===== src/hw/fpu_config.svh =====
`ifndef FPU_CONFIG_SVH
`define FPU_CONFIG_SVH

// Datapath widths
`define FPU_REG_W     80      // Extended precision register
`define FPU_INT_W     32      // Integer operand for FILD32
`define FPU_OPCODE_W  8

// Register stack geometry
`define FPU_DEPTH     8
`define FPU_PTR_W     3

// Extended format exponent bias
`define FPU_BIAS      16383

// Control word after reset, all exceptions masked
`define FPU_CW_RESET  16'h037F

`endif


===== src/hw/fpu_pkg.sv =====
`default_nettype none

`include "fpu_config.svh"

package fpu_pkg;

    // Sign in bit 79, exponent in 78:64, significand in 63:0
    // with an explicit integer bit at 63
    typedef logic [`FPU_REG_W-1:0] fpu_reg_t;

    typedef logic [`FPU_PTR_W-1:0] fpu_ptr_t;

    typedef enum logic [1:0] {
        TAG_VALID = 2'b00,
        TAG_ZERO  = 2'b01,
        TAG_EMPTY = 2'b11
    } fpu_tag_t;

    // Codes not listed here decode as NOP
    typedef enum logic [`FPU_OPCODE_W-1:0] {
        NOP    = 'h00,
        FLD    = 'h20,
        FST    = 'h21,
        FSTP   = 'h22,
        FXCH   = 'h23,
        FILD32 = 'h31,
        FCLEX  = 'hF3
    } fpu_opcode_t;

    typedef enum logic [2:0] {
        IDLE,
        DECODE,
        EXECUTE,
        STACK_OP,
        DONE
    } fpu_state_t;

endpackage

`default_nettype wire


===== src/hw/fpu_reg_stack.sv =====
`default_nettype none

`include "fpu_config.svh"

module fpu_reg_stack (
    input  logic                       clk,
    input  logic                       reset,
    input  logic                       push,
    input  logic                       pop,
    input  logic                       store,
    input  logic                       xchg,
    input  fpu_pkg::fpu_ptr_t          xchg_index,
    input  fpu_pkg::fpu_reg_t          push_data,
    output fpu_pkg::fpu_reg_t          data_out,
    output fpu_pkg::fpu_ptr_t          top,
    output logic [2*`FPU_DEPTH-1:0]    tag_word,
    output logic                       overflow,
    output logic                       underflow
);
    import fpu_pkg::*;

    fpu_reg_t regs [`FPU_DEPTH];          // Physical registers
    fpu_tag_t tags [`FPU_DEPTH];

    fpu_ptr_t top_dec;                    // Slot a push lands in
    fpu_ptr_t st_i;                       // Physical slot of ST(i)
    logic     top_empty;
    logic     sti_empty;
    logic     do_push;
    logic     do_store;
    logic     do_pop;
    logic     do_xchg;

    // Zero tag ignores the sign bit
    function automatic fpu_tag_t tag_of(input fpu_reg_t value);
        if (value[`FPU_REG_W-2:0] == '0)
            return TAG_ZERO;
        return TAG_VALID;
    endfunction

    // ======================================================================
    // Fault detection
    // ======================================================================

    assign top_dec   = top - 1'b1;
    assign st_i      = top + xchg_index;  // Wraps mod 8
    assign top_empty = (tags[top] == TAG_EMPTY);
    assign sti_empty = (tags[st_i] == TAG_EMPTY);

    assign overflow  = push && (tags[top_dec] != TAG_EMPTY);
    assign underflow = ((store || pop) && top_empty) ||
                       (xchg && (top_empty || sti_empty));

    // Faulting operations leave the stack untouched
    assign do_push  = push && !overflow;
    assign do_store = store && !top_empty;
    assign do_pop   = pop && !top_empty;
    assign do_xchg  = xchg && !top_empty && !sti_empty;

    // ======================================================================
    // Register file and stack state
    // ======================================================================

    always_ff @(posedge clk) begin
        if (do_push) begin
            regs[top_dec] <= push_data;
        end else if (do_xchg) begin
            regs[top]  <= regs[st_i];
            regs[st_i] <= regs[top];
        end
    end

    always_ff @(posedge clk or posedge reset) begin
        if (reset) begin
            for (int k = 0; k < `FPU_DEPTH; k++)
                tags[k] <= TAG_EMPTY;
            top      <= '0;
            data_out <= '0;
        end else begin
            // Store reads ST(0) before a pop in the same cycle retires it
            if (do_store)
                data_out <= regs[top];

            if (do_push) begin
                tags[top_dec] <= tag_of(push_data);
                top           <= top_dec;
            end else if (do_pop) begin
                tags[top] <= TAG_EMPTY;
                top       <= top + 1'b1;
            end else if (do_xchg) begin
                tags[top]  <= tags[st_i];
                tags[st_i] <= tags[top];
            end
        end
    end

    // Two bits per physical register, slot 0 in the low bits
    always_comb begin
        for (int k = 0; k < `FPU_DEPTH; k++)
            tag_word[2*k +: 2] = tags[k];
    end

endmodule

`default_nettype wire


===== src/hw/fpu_int_normalizer.sv =====
`default_nettype none

`include "fpu_config.svh"

module fpu_int_normalizer (
    input  logic                  clk,
    input  logic                  reset,
    input  logic                  cvt_start,
    input  logic [`FPU_INT_W-1:0] cvt_int,
    output logic                  cvt_done,
    output fpu_pkg::fpu_reg_t     cvt_result
);
    localparam int MSB   = `FPU_INT_W - 1;
    localparam int CNT_W = $clog2(`FPU_INT_W);

    logic                  busy;
    logic                  sign;
    logic [`FPU_INT_W-1:0] mag;           // Magnitude, shifted in place
    logic [CNT_W-1:0]      count;         // Leading zeros seen so far
    logic [14:0]           exponent;

    assign exponent = 15'(`FPU_BIAS + MSB) - 15'(count);

    always_ff @(posedge clk or posedge reset) begin
        if (reset) begin
            busy     <= 1'b0;
            count    <= '0;
            cvt_done <= 1'b0;
        end else begin
            cvt_done <= 1'b0;
            if (cvt_start) begin
                busy  <= 1'b1;
                count <= '0;
            end else if (busy) begin
                if (mag == '0 || mag[MSB]) begin
                    busy     <= 1'b0;
                    cvt_done <= 1'b1;
                end else begin
                    count <= count + 1'b1;
                end
            end
        end
    end

    // -2^31 keeps magnitude 8000_0000 after negation
    always_ff @(posedge clk) begin
        if (cvt_start) begin
            sign <= cvt_int[MSB];
            mag  <= cvt_int[MSB] ? -cvt_int : cvt_int;
        end else if (busy) begin
            if (mag == '0)
                cvt_result <= '0;                     // Plus zero
            else if (mag[MSB])
                cvt_result <= {sign, exponent, mag, {(`FPU_REG_W-16-`FPU_INT_W){1'b0}}};
            else
                mag <= mag << 1;
        end
    end

endmodule

`default_nettype wire


===== src/hw/fpu_sequencer.sv =====
`default_nettype none

`include "fpu_config.svh"

module fpu_sequencer (
    input  logic                    clk,
    input  logic                    reset,
    input  fpu_pkg::fpu_opcode_t    instruction,
    input  fpu_pkg::fpu_ptr_t       stack_index,
    input  logic                    execute,
    input  fpu_pkg::fpu_reg_t       data_in,
    input  logic [`FPU_INT_W-1:0]   int_data_in,
    input  logic                    cvt_done,
    input  fpu_pkg::fpu_reg_t       cvt_result,
    output logic                    ready,
    output logic                    push,
    output logic                    pop,
    output logic                    store,
    output logic                    xchg,
    output fpu_pkg::fpu_ptr_t       xchg_index,
    output fpu_pkg::fpu_reg_t       push_data,
    output logic                    cvt_start,
    output logic [`FPU_INT_W-1:0]   cvt_int,
    output logic                    set_busy,
    output logic                    clear_busy,
    output logic                    clear_exc
);
    import fpu_pkg::*;

    fpu_state_t  state;
    fpu_opcode_t op;                      // Instruction in flight
    logic        accept;

    assign ready  = (state == IDLE);
    assign accept = execute && ready;

    // ======================================================================
    // Instruction FSM
    // ======================================================================

    always_ff @(posedge clk or posedge reset) begin
        if (reset) begin
            state <= IDLE;
            op    <= NOP;
        end else begin
            case (state)
                IDLE: begin
                    if (accept) begin
                        op    <= instruction;
                        state <= DECODE;
                    end
                end
                DECODE:   state <= EXECUTE;
                EXECUTE: begin
                    // FILD32 holds here until the normalizer finishes
                    if (op != FILD32 || cvt_done)
                        state <= STACK_OP;
                end
                STACK_OP: state <= DONE;
                DONE:     state <= IDLE;
                default:  state <= IDLE;
            endcase
        end
    end

    // Operands captured with the instruction
    always_ff @(posedge clk) begin
        if (accept) begin
            xchg_index <= stack_index;
            push_data  <= data_in;
            cvt_int    <= int_data_in;
        end else if (state == EXECUTE && op == FILD32 && cvt_done) begin
            push_data <= cvt_result;      // Converted value replaces data_in
        end
    end

    // ======================================================================
    // Strobes
    // ======================================================================

    always_comb begin
        push  = 1'b0;
        pop   = 1'b0;
        store = 1'b0;
        xchg  = 1'b0;
        if (state == STACK_OP) begin
            case (op)
                FLD, FILD32: push = 1'b1;
                FST:         store = 1'b1;
                FSTP: begin
                    store = 1'b1;
                    pop   = 1'b1;
                end
                FXCH:        xchg = 1'b1;
                default: begin
                end
            endcase
        end
    end

    assign cvt_start  = (state == DECODE) && (op == FILD32);
    assign set_busy   = accept;
    assign clear_busy = (state == DONE);
    assign clear_exc  = (state == EXECUTE) && (op == FCLEX);

endmodule

`default_nettype wire


===== src/hw/fpu_status_control.sv =====
`default_nettype none

`include "fpu_config.svh"

module fpu_status_control (
    input  logic              clk,
    input  logic              reset,
    input  fpu_pkg::fpu_ptr_t top,
    input  logic              overflow,
    input  logic              underflow,
    input  logic              set_busy,
    input  logic              clear_busy,
    input  logic              clear_exc,
    input  logic [15:0]       control_in,
    input  logic              control_write,
    output logic [15:0]       status_out,
    output logic [15:0]       control_out,
    output logic              error
);
    logic ie;                             // Invalid operation
    logic sf;                             // Stack fault
    logic c1;                             // Fault direction, 1 = overflow
    logic es;                             // Error summary
    logic busy;

    // ======================================================================
    // Exception flags
    // ======================================================================

    always_ff @(posedge clk or posedge reset) begin
        if (reset) begin
            ie <= 1'b0;
            sf <= 1'b0;
            c1 <= 1'b0;
        end else if (clear_exc) begin
            ie <= 1'b0;
            sf <= 1'b0;
            c1 <= 1'b0;
        end else if (overflow || underflow) begin
            ie <= 1'b1;                   // Sticky until FCLEX
            sf <= 1'b1;
            c1 <= overflow;
        end
    end

    always_ff @(posedge clk or posedge reset) begin
        if (reset)
            busy <= 1'b0;
        else if (set_busy)
            busy <= 1'b1;
        else if (clear_busy)
            busy <= 1'b0;
    end

    // Rounding and precision fields are held but unused
    always_ff @(posedge clk or posedge reset) begin
        if (reset)
            control_out <= `FPU_CW_RESET;
        else if (control_write)
            control_out <= control_in;
    end

    // Only IE is unmasked through IM in bit 0
    assign es    = ie && !control_out[0];
    assign error = es;

    // B, C3, TOP, C2, C1, C0, ES, SF, unused, IE
    assign status_out = {busy, 1'b0, top, 1'b0, c1, 1'b0, es, sf, 5'b0, ie};

endmodule

`default_nettype wire


===== src/hw/fpu_core.sv =====
`default_nettype none

`include "fpu_config.svh"

module fpu_core (
    input  logic                   clk,
    input  logic                   reset,
    input  fpu_pkg::fpu_opcode_t   instruction,
    input  fpu_pkg::fpu_ptr_t      stack_index,
    input  logic                   execute,
    input  fpu_pkg::fpu_reg_t      data_in,
    input  logic [`FPU_INT_W-1:0]  int_data_in,
    input  logic [15:0]            control_in,
    input  logic                   control_write,
    output logic                   ready,
    output logic                   error,
    output fpu_pkg::fpu_reg_t      data_out,
    output logic [15:0]            status_out,
    output logic [15:0]            control_out,
    output logic [15:0]            tag_word_out
);
    import fpu_pkg::*;

    // Sequencer to stack
    logic     push;
    logic     pop;
    logic     store;
    logic     xchg;
    fpu_ptr_t xchg_index;
    fpu_reg_t push_data;

    // Sequencer and normalizer
    logic                  cvt_start;
    logic [`FPU_INT_W-1:0] cvt_int;
    logic                  cvt_done;
    fpu_reg_t              cvt_result;

    // Status updates
    logic     set_busy;
    logic     clear_busy;
    logic     clear_exc;
    fpu_ptr_t top;
    logic     overflow;
    logic     underflow;

    // ======================================================================
    // Instances
    // ======================================================================

    fpu_sequencer u_sequencer (
        .clk         (clk),
        .reset       (reset),
        .instruction (instruction),
        .stack_index (stack_index),
        .execute     (execute),
        .data_in     (data_in),
        .int_data_in (int_data_in),
        .cvt_done    (cvt_done),
        .cvt_result  (cvt_result),
        .ready       (ready),
        .push        (push),
        .pop         (pop),
        .store       (store),
        .xchg        (xchg),
        .xchg_index  (xchg_index),
        .push_data   (push_data),
        .cvt_start   (cvt_start),
        .cvt_int     (cvt_int),
        .set_busy    (set_busy),
        .clear_busy  (clear_busy),
        .clear_exc   (clear_exc)
    );

    fpu_reg_stack u_reg_stack (
        .clk        (clk),
        .reset      (reset),
        .push       (push),
        .pop        (pop),
        .store      (store),
        .xchg       (xchg),
        .xchg_index (xchg_index),
        .push_data  (push_data),
        .data_out   (data_out),
        .top        (top),
        .tag_word   (tag_word_out),
        .overflow   (overflow),
        .underflow  (underflow)
    );

    fpu_int_normalizer u_int_normalizer (
        .clk        (clk),
        .reset      (reset),
        .cvt_start  (cvt_start),
        .cvt_int    (cvt_int),
        .cvt_done   (cvt_done),
        .cvt_result (cvt_result)
    );

    fpu_status_control u_status_control (
        .clk           (clk),
        .reset         (reset),
        .top           (top),
        .overflow      (overflow),
        .underflow     (underflow),
        .set_busy      (set_busy),
        .clear_busy    (clear_busy),
        .clear_exc     (clear_exc),
        .control_in    (control_in),
        .control_write (control_write),
        .status_out    (status_out),
        .control_out   (control_out),
        .error         (error)
    );

endmodule

`default_nettype wire


===== config.mk =====
export PLATFORM = sky130hd
export DESIGN_NAME = fpu_core
export DESIGN_NICKNAME = d
export VERILOG_FILES = /design/src/hw/fpu_pkg.sv /design/src/hw/fpu_reg_stack.sv /design/src/hw/fpu_int_normalizer.sv /design/src/hw/fpu_sequencer.sv /design/src/hw/fpu_status_control.sv /design/src/hw/fpu_core.sv
export VERILOG_INCLUDE_DIRS = /design/src /design/src/hw
export SDC_FILE = /design/constraint.sdc
export NUM_CORES = 2
export LEC_CHECK = 0
export ABC_AREA = 1
export BUFFER_PORTS_ARGS = -buffer_cell sky130_fd_sc_hd__buf_4
export CORE_MARGIN = 3
export CORE_UTILIZATION = 26
export CTS_CLUSTER_SIZE = 14
export DETAILED_ROUTE_END_ITERATION = 7
export PLACE_DENSITY = 0.52
export SYNTH_ARGS = -nofsm -noshare
export SYNTH_HDL_FRONTEND = slang
export SYNTH_SLANG_ARGS = --single-unit

===== constraint.sdc =====
create_clock -name clk -period 5.1 [get_ports clk]
set_input_delay 0.765 -clock clk [delete_from_list [all_inputs] [get_ports clk]]
set_output_delay 0.765 -clock clk [all_outputs]
set_load 0.01 [all_outputs]

==> metrics.cfg <==
[hold_path]
hold_path_class = in2async

[setup_path]
path_delay_family = buffers and inverters
reg2reg_depth = 15
crit_slowest_cell = fa_4
r2r_start = u_reg_stack.top[0]
worstPathArrival_ns = 5.24
path_buf_inv = 4
crit_top_cell = nand2_1
worstSetupPathType = reg2reg
r2r_end = u_reg_stack.regs[6][79]
worstPathMaxFanout = 43
crit_chain = ha_4, inv_1, fa_4, inv_6, nand2_1, nand2_1, nand2_1, nand2_1, nand2_2, nand3_4, nor2_4, buf_4, buf_4, nand2_1, nand2_1
worstPathRequired_ns = 5.71
cp-end-kind = register
start_kind = register
max_stage_delay_ns = 0.86
r2r_setup_slack_ns = 0.47

[job]
cap_violations = 0

[power_and_ir_drop]
power_density_nw_per_um2 = 439
switching_power_mw = 11.0
clock_power_share_pct = 29.1
p_comb_share_pct = 35.5
total_leakage_power_nw = 27.2
vdd_drop_max_v = 0.000557
netSwitchingFraction_pct = 39.0
power.internal_mw = 17.1
seq_power_share_pct = 35.3

[logic_synthesis]
syn_area_um2 = 54900
postSynthAreaPerCell_um2 = 7.96
postSynthCellCount = 6903
seq_area_frac_synth_pct = 51.7
ys_ff_latch = 967
synth_edf_count = 831
yosys.cell_types.count = 46
synth_ff_type = edfxtp_1
synth_warnings = 0
async_flop_share_pct = 14.1

[sta]
fin_skew_ns = 0.0341
fin_crit_sh_pct = 90.8
post-route-min-period_ns = 4.63
grt_setup_unrepaired = false
worst_slack_ns = 0.471
whs_ns = 0.173
slew_viol_final = 0
max_slew_margin_pct = 21.2
setup_viol_count_final = 0
hold_viol = 0
worst_pin_slew_ns = 1.18
max_clock_freq_mhz = 216
totalNegativeSetupSlack_ns = 0

[cells_and_area]
area.growth.synth_to_final_pct = 16.4
final_util_pct = 30.5
final_nets = 7117
postLayoutCellArea_um2 = 63900
drive_gt1_share_pct = 11.1

[die]
dieHeight_um = 466
rows = 168
design.die.area_um2 = 217000
start_util_pct = 26.2
die_w_um = 466
core-area_um2 = 210000
io_pins = 273

[routing]
avgRoutedWirePerCell_um = 23.5
drc = 1
dr.pass1.iters = 8
wl_mm = 232
viasPerCell = 5.25
initialDrtViolationCount = 6693
vias = 51800
antenna_left = 0

[clock_tree]
cts_setup_buffers = 0
cts_resized = 0
clock-root-buffer = clkbuf_16
hold_buffers = 0
clk_pin_slew_ns = 0.06
htreeDepth = 3
cts_tree = built
cts_made_buffers = 111
clock_path_buffers = 3
clock-sinks = 967
insertion_delay_ns = 0.77

[global_routing]
antenna_found_initial = 6
grt_pass1_vias = 49000
grtUsageTotal_pct = 20.6
overflow = 0
grt_max_degree = 165
grt_pass1_wl_mm = 335

[placement]
port_buffers = 264
gp_congestion = 0.884
dpl_cell_area_um2 = 60200
hpwl_mm = 131
place_ws_ns = 0.555

[run_status]
status = complete, but fails checks
violations = DRC

==> how the worst max path moves through the flow <==
stage / cells past startpoint / end / from / slack (ns)
finish: 15 / u_reg_stack.regs[6][79] / u_reg_stack.top[0] / 0.47
global route: 15 / u_reg_stack.regs[6][79] / u_reg_stack.top[0] / 0.26
CTS: 15 / u_reg_stack.regs[6][13] / u_reg_stack.top[0] / 0.55
detailed placement: 15 / u_reg_stack.regs[6][47] / u_reg_stack.top[0] / 0.55
global placement: 15 / u_reg_stack.regs[6][47] / u_reg_stack.top[0] / 0.66
floorplan: 19 / u_reg_stack.regs[0][0] / u_reg_stack.top[0] / 0.10
==> routing by layer <==
metal  share of wire [%]  GRT usage, %  vias up  routed length (um)
li1                    -             -    23200                   -
met5                   0             0        -                   0
met1                  41          28.3    24900               95000
met2                  44          32.0     3213              102000
met3                  11          4.54      515               26200
met4                 3.5          7.06        0                8200
==> cell usage after synthesis, drive strengths merged (2+ instances only) <==
| master | number | share of area (%) |
|---|---|---|
| o211ai | 4 | 0.055 |
| ha | 6 | 0.14 |
| clkbuf | 283 | 1.9 |
| a21o | 16 | 0.22 |
| o2bb2ai | 24 | 0.38 |
| buf | 155 | 1.4 |
| a211oi | 36 | 0.49 |
| a221oi | 27 | 0.43 |
| nand4 | 79 | 0.90 |
| and2 | 9 | 0.10 |
| dfstp | 25 | 1.2 |
| xnor2 | 2 | 0.032 |
| dfrtp | 111 | 5.1 |
| inv | 417 | 2.8 |
| edfxtp | 831 | 45 |
| nand3b | 22 | 0.36 |
| o21ai | 335 | 3.1 |
| clkinv | 6 | 0.043 |
| nand3 | 912 | 9.0 |
| a22oi | 72 | 0.98 |
| xor2 | 15 | 0.24 |
| or2 | 8 | 0.091 |
| nor4 | 11 | 0.13 |
| o2111ai | 29 | 0.46 |
| a21oi | 170 | 1.5 |
| mux2 | 52 | 1.1 |
| nand2 | 2977 | 20 |
| nor3 | 35 | 0.32 |
| nor2 | 228 | 1.6 |
==> kinds of logic after synthesis <==
group	synth area share, %
flops	51.7
compound gates	7.67
other cells	0.00683
xor+xnor	0.271
simple gates	32.9
mux	1.07
fa+ha+maj	0.173
buf+inv	6.21
==> cells in the final DEF (no fill, tap or decap), types with 16 or more instances in the layout <==
| cell | synthesis | routed |
|---|---|---|
| a221oi_1 | 27 | 27 |
| clkbuf_16 | 0 | 113 |
| dfrtp_1 | 111 | 111 |
| clkinv_2 | 1 | 23 |
| dfstp_2 | 25 | 25 |
| a21oi_1 | 170 | 170 |
| nor2_1 | 220 | 217 |
| inv_1 | 400 | 396 |
| clkbuf_8 | 0 | 21 |
| o2111ai_1 | 29 | 29 |
| buf_4 | 19 | 343 |
| nand4_1 | 79 | 79 |
| a21o_1 | 16 | 16 |
| a211oi_1 | 36 | 35 |
| mux2_2 | 52 | 52 |
| clkinv_1 | 5 | 18 |
| nand2_2 | 21 | 23 |
| nand3_2 | 69 | 70 |
| nand2_1 | 2956 | 2940 |
| clkbuf_1 | 283 | 33 |
| a22oi_1 | 72 | 72 |
| o21ai_0 | 335 | 335 |
| edfxtp_1 | 831 | 831 |
| buf_12 | 0 | 39 |
| o2bb2ai_1 | 24 | 24 |
| nor3_1 | 35 | 35 |
| nand3_1 | 842 | 840 |
==> through the flow <==
stage          instances  total power [mW]
4_1_cts             9871              28.1
3_5_place_dp        9659              19.9
2_1_floorplan       6910              16.2
6_report            9875              28.1
3_3_place_gp        9659              19.8
5_1_grt             9871              29.6
==> power groups by stage <==
stage | Sequential, mW | Combinational [mW] | Clock, mW
after floorplan | 10.1 | 6.11 | 0
after global placement | 10.1 | 9.72 | 0
after detailed placement | 10.1 | 9.82 | 0
after CTS | 9.94 | 9.85 | 8.30
after global routing | 9.99 | 11.0 | 8.62
final | 9.92 | 9.98 | 8.19
==> sequential cells by signal, summed over array words and instances, names as in the netlist <==
signal	count
u_reg_stack.data_out	80
u_sequencer.op	8
u_int_normalizer.sign	1
u_int_normalizer.cvt_result	43
u_int_normalizer.mag	32
u_int_normalizer.cvt_done	1
u_sequencer.xchg_index	3
u_status_control.c1	1
u_sequencer.push_data	80
u_status_control.ie	1
u_status_control.busy	1
u_sequencer.cvt_int	32
u_reg_stack.tag_word	16
u_reg_stack.top	3
u_int_normalizer.count	5
u_sequencer.state	3
u_reg_stack.regs	640
u_status_control.control_out	16
u_int_normalizer.busy	1
==> layout make-up <==
cell class                      count  area [um^2]
Sequential cell                   967        28400
Fill cell                       22200       146000
Timing Repair Buffer              382         3360
Inverter                          423         1630
Multi-Input combinational cell   5082        23400
Antenna cell                        4         10.0
Clock buffer                      167         3240
Tap cell                         2805         3510
Clock inverter                     45          420
No activity file was read; power rests on OpenSTA's default activity.
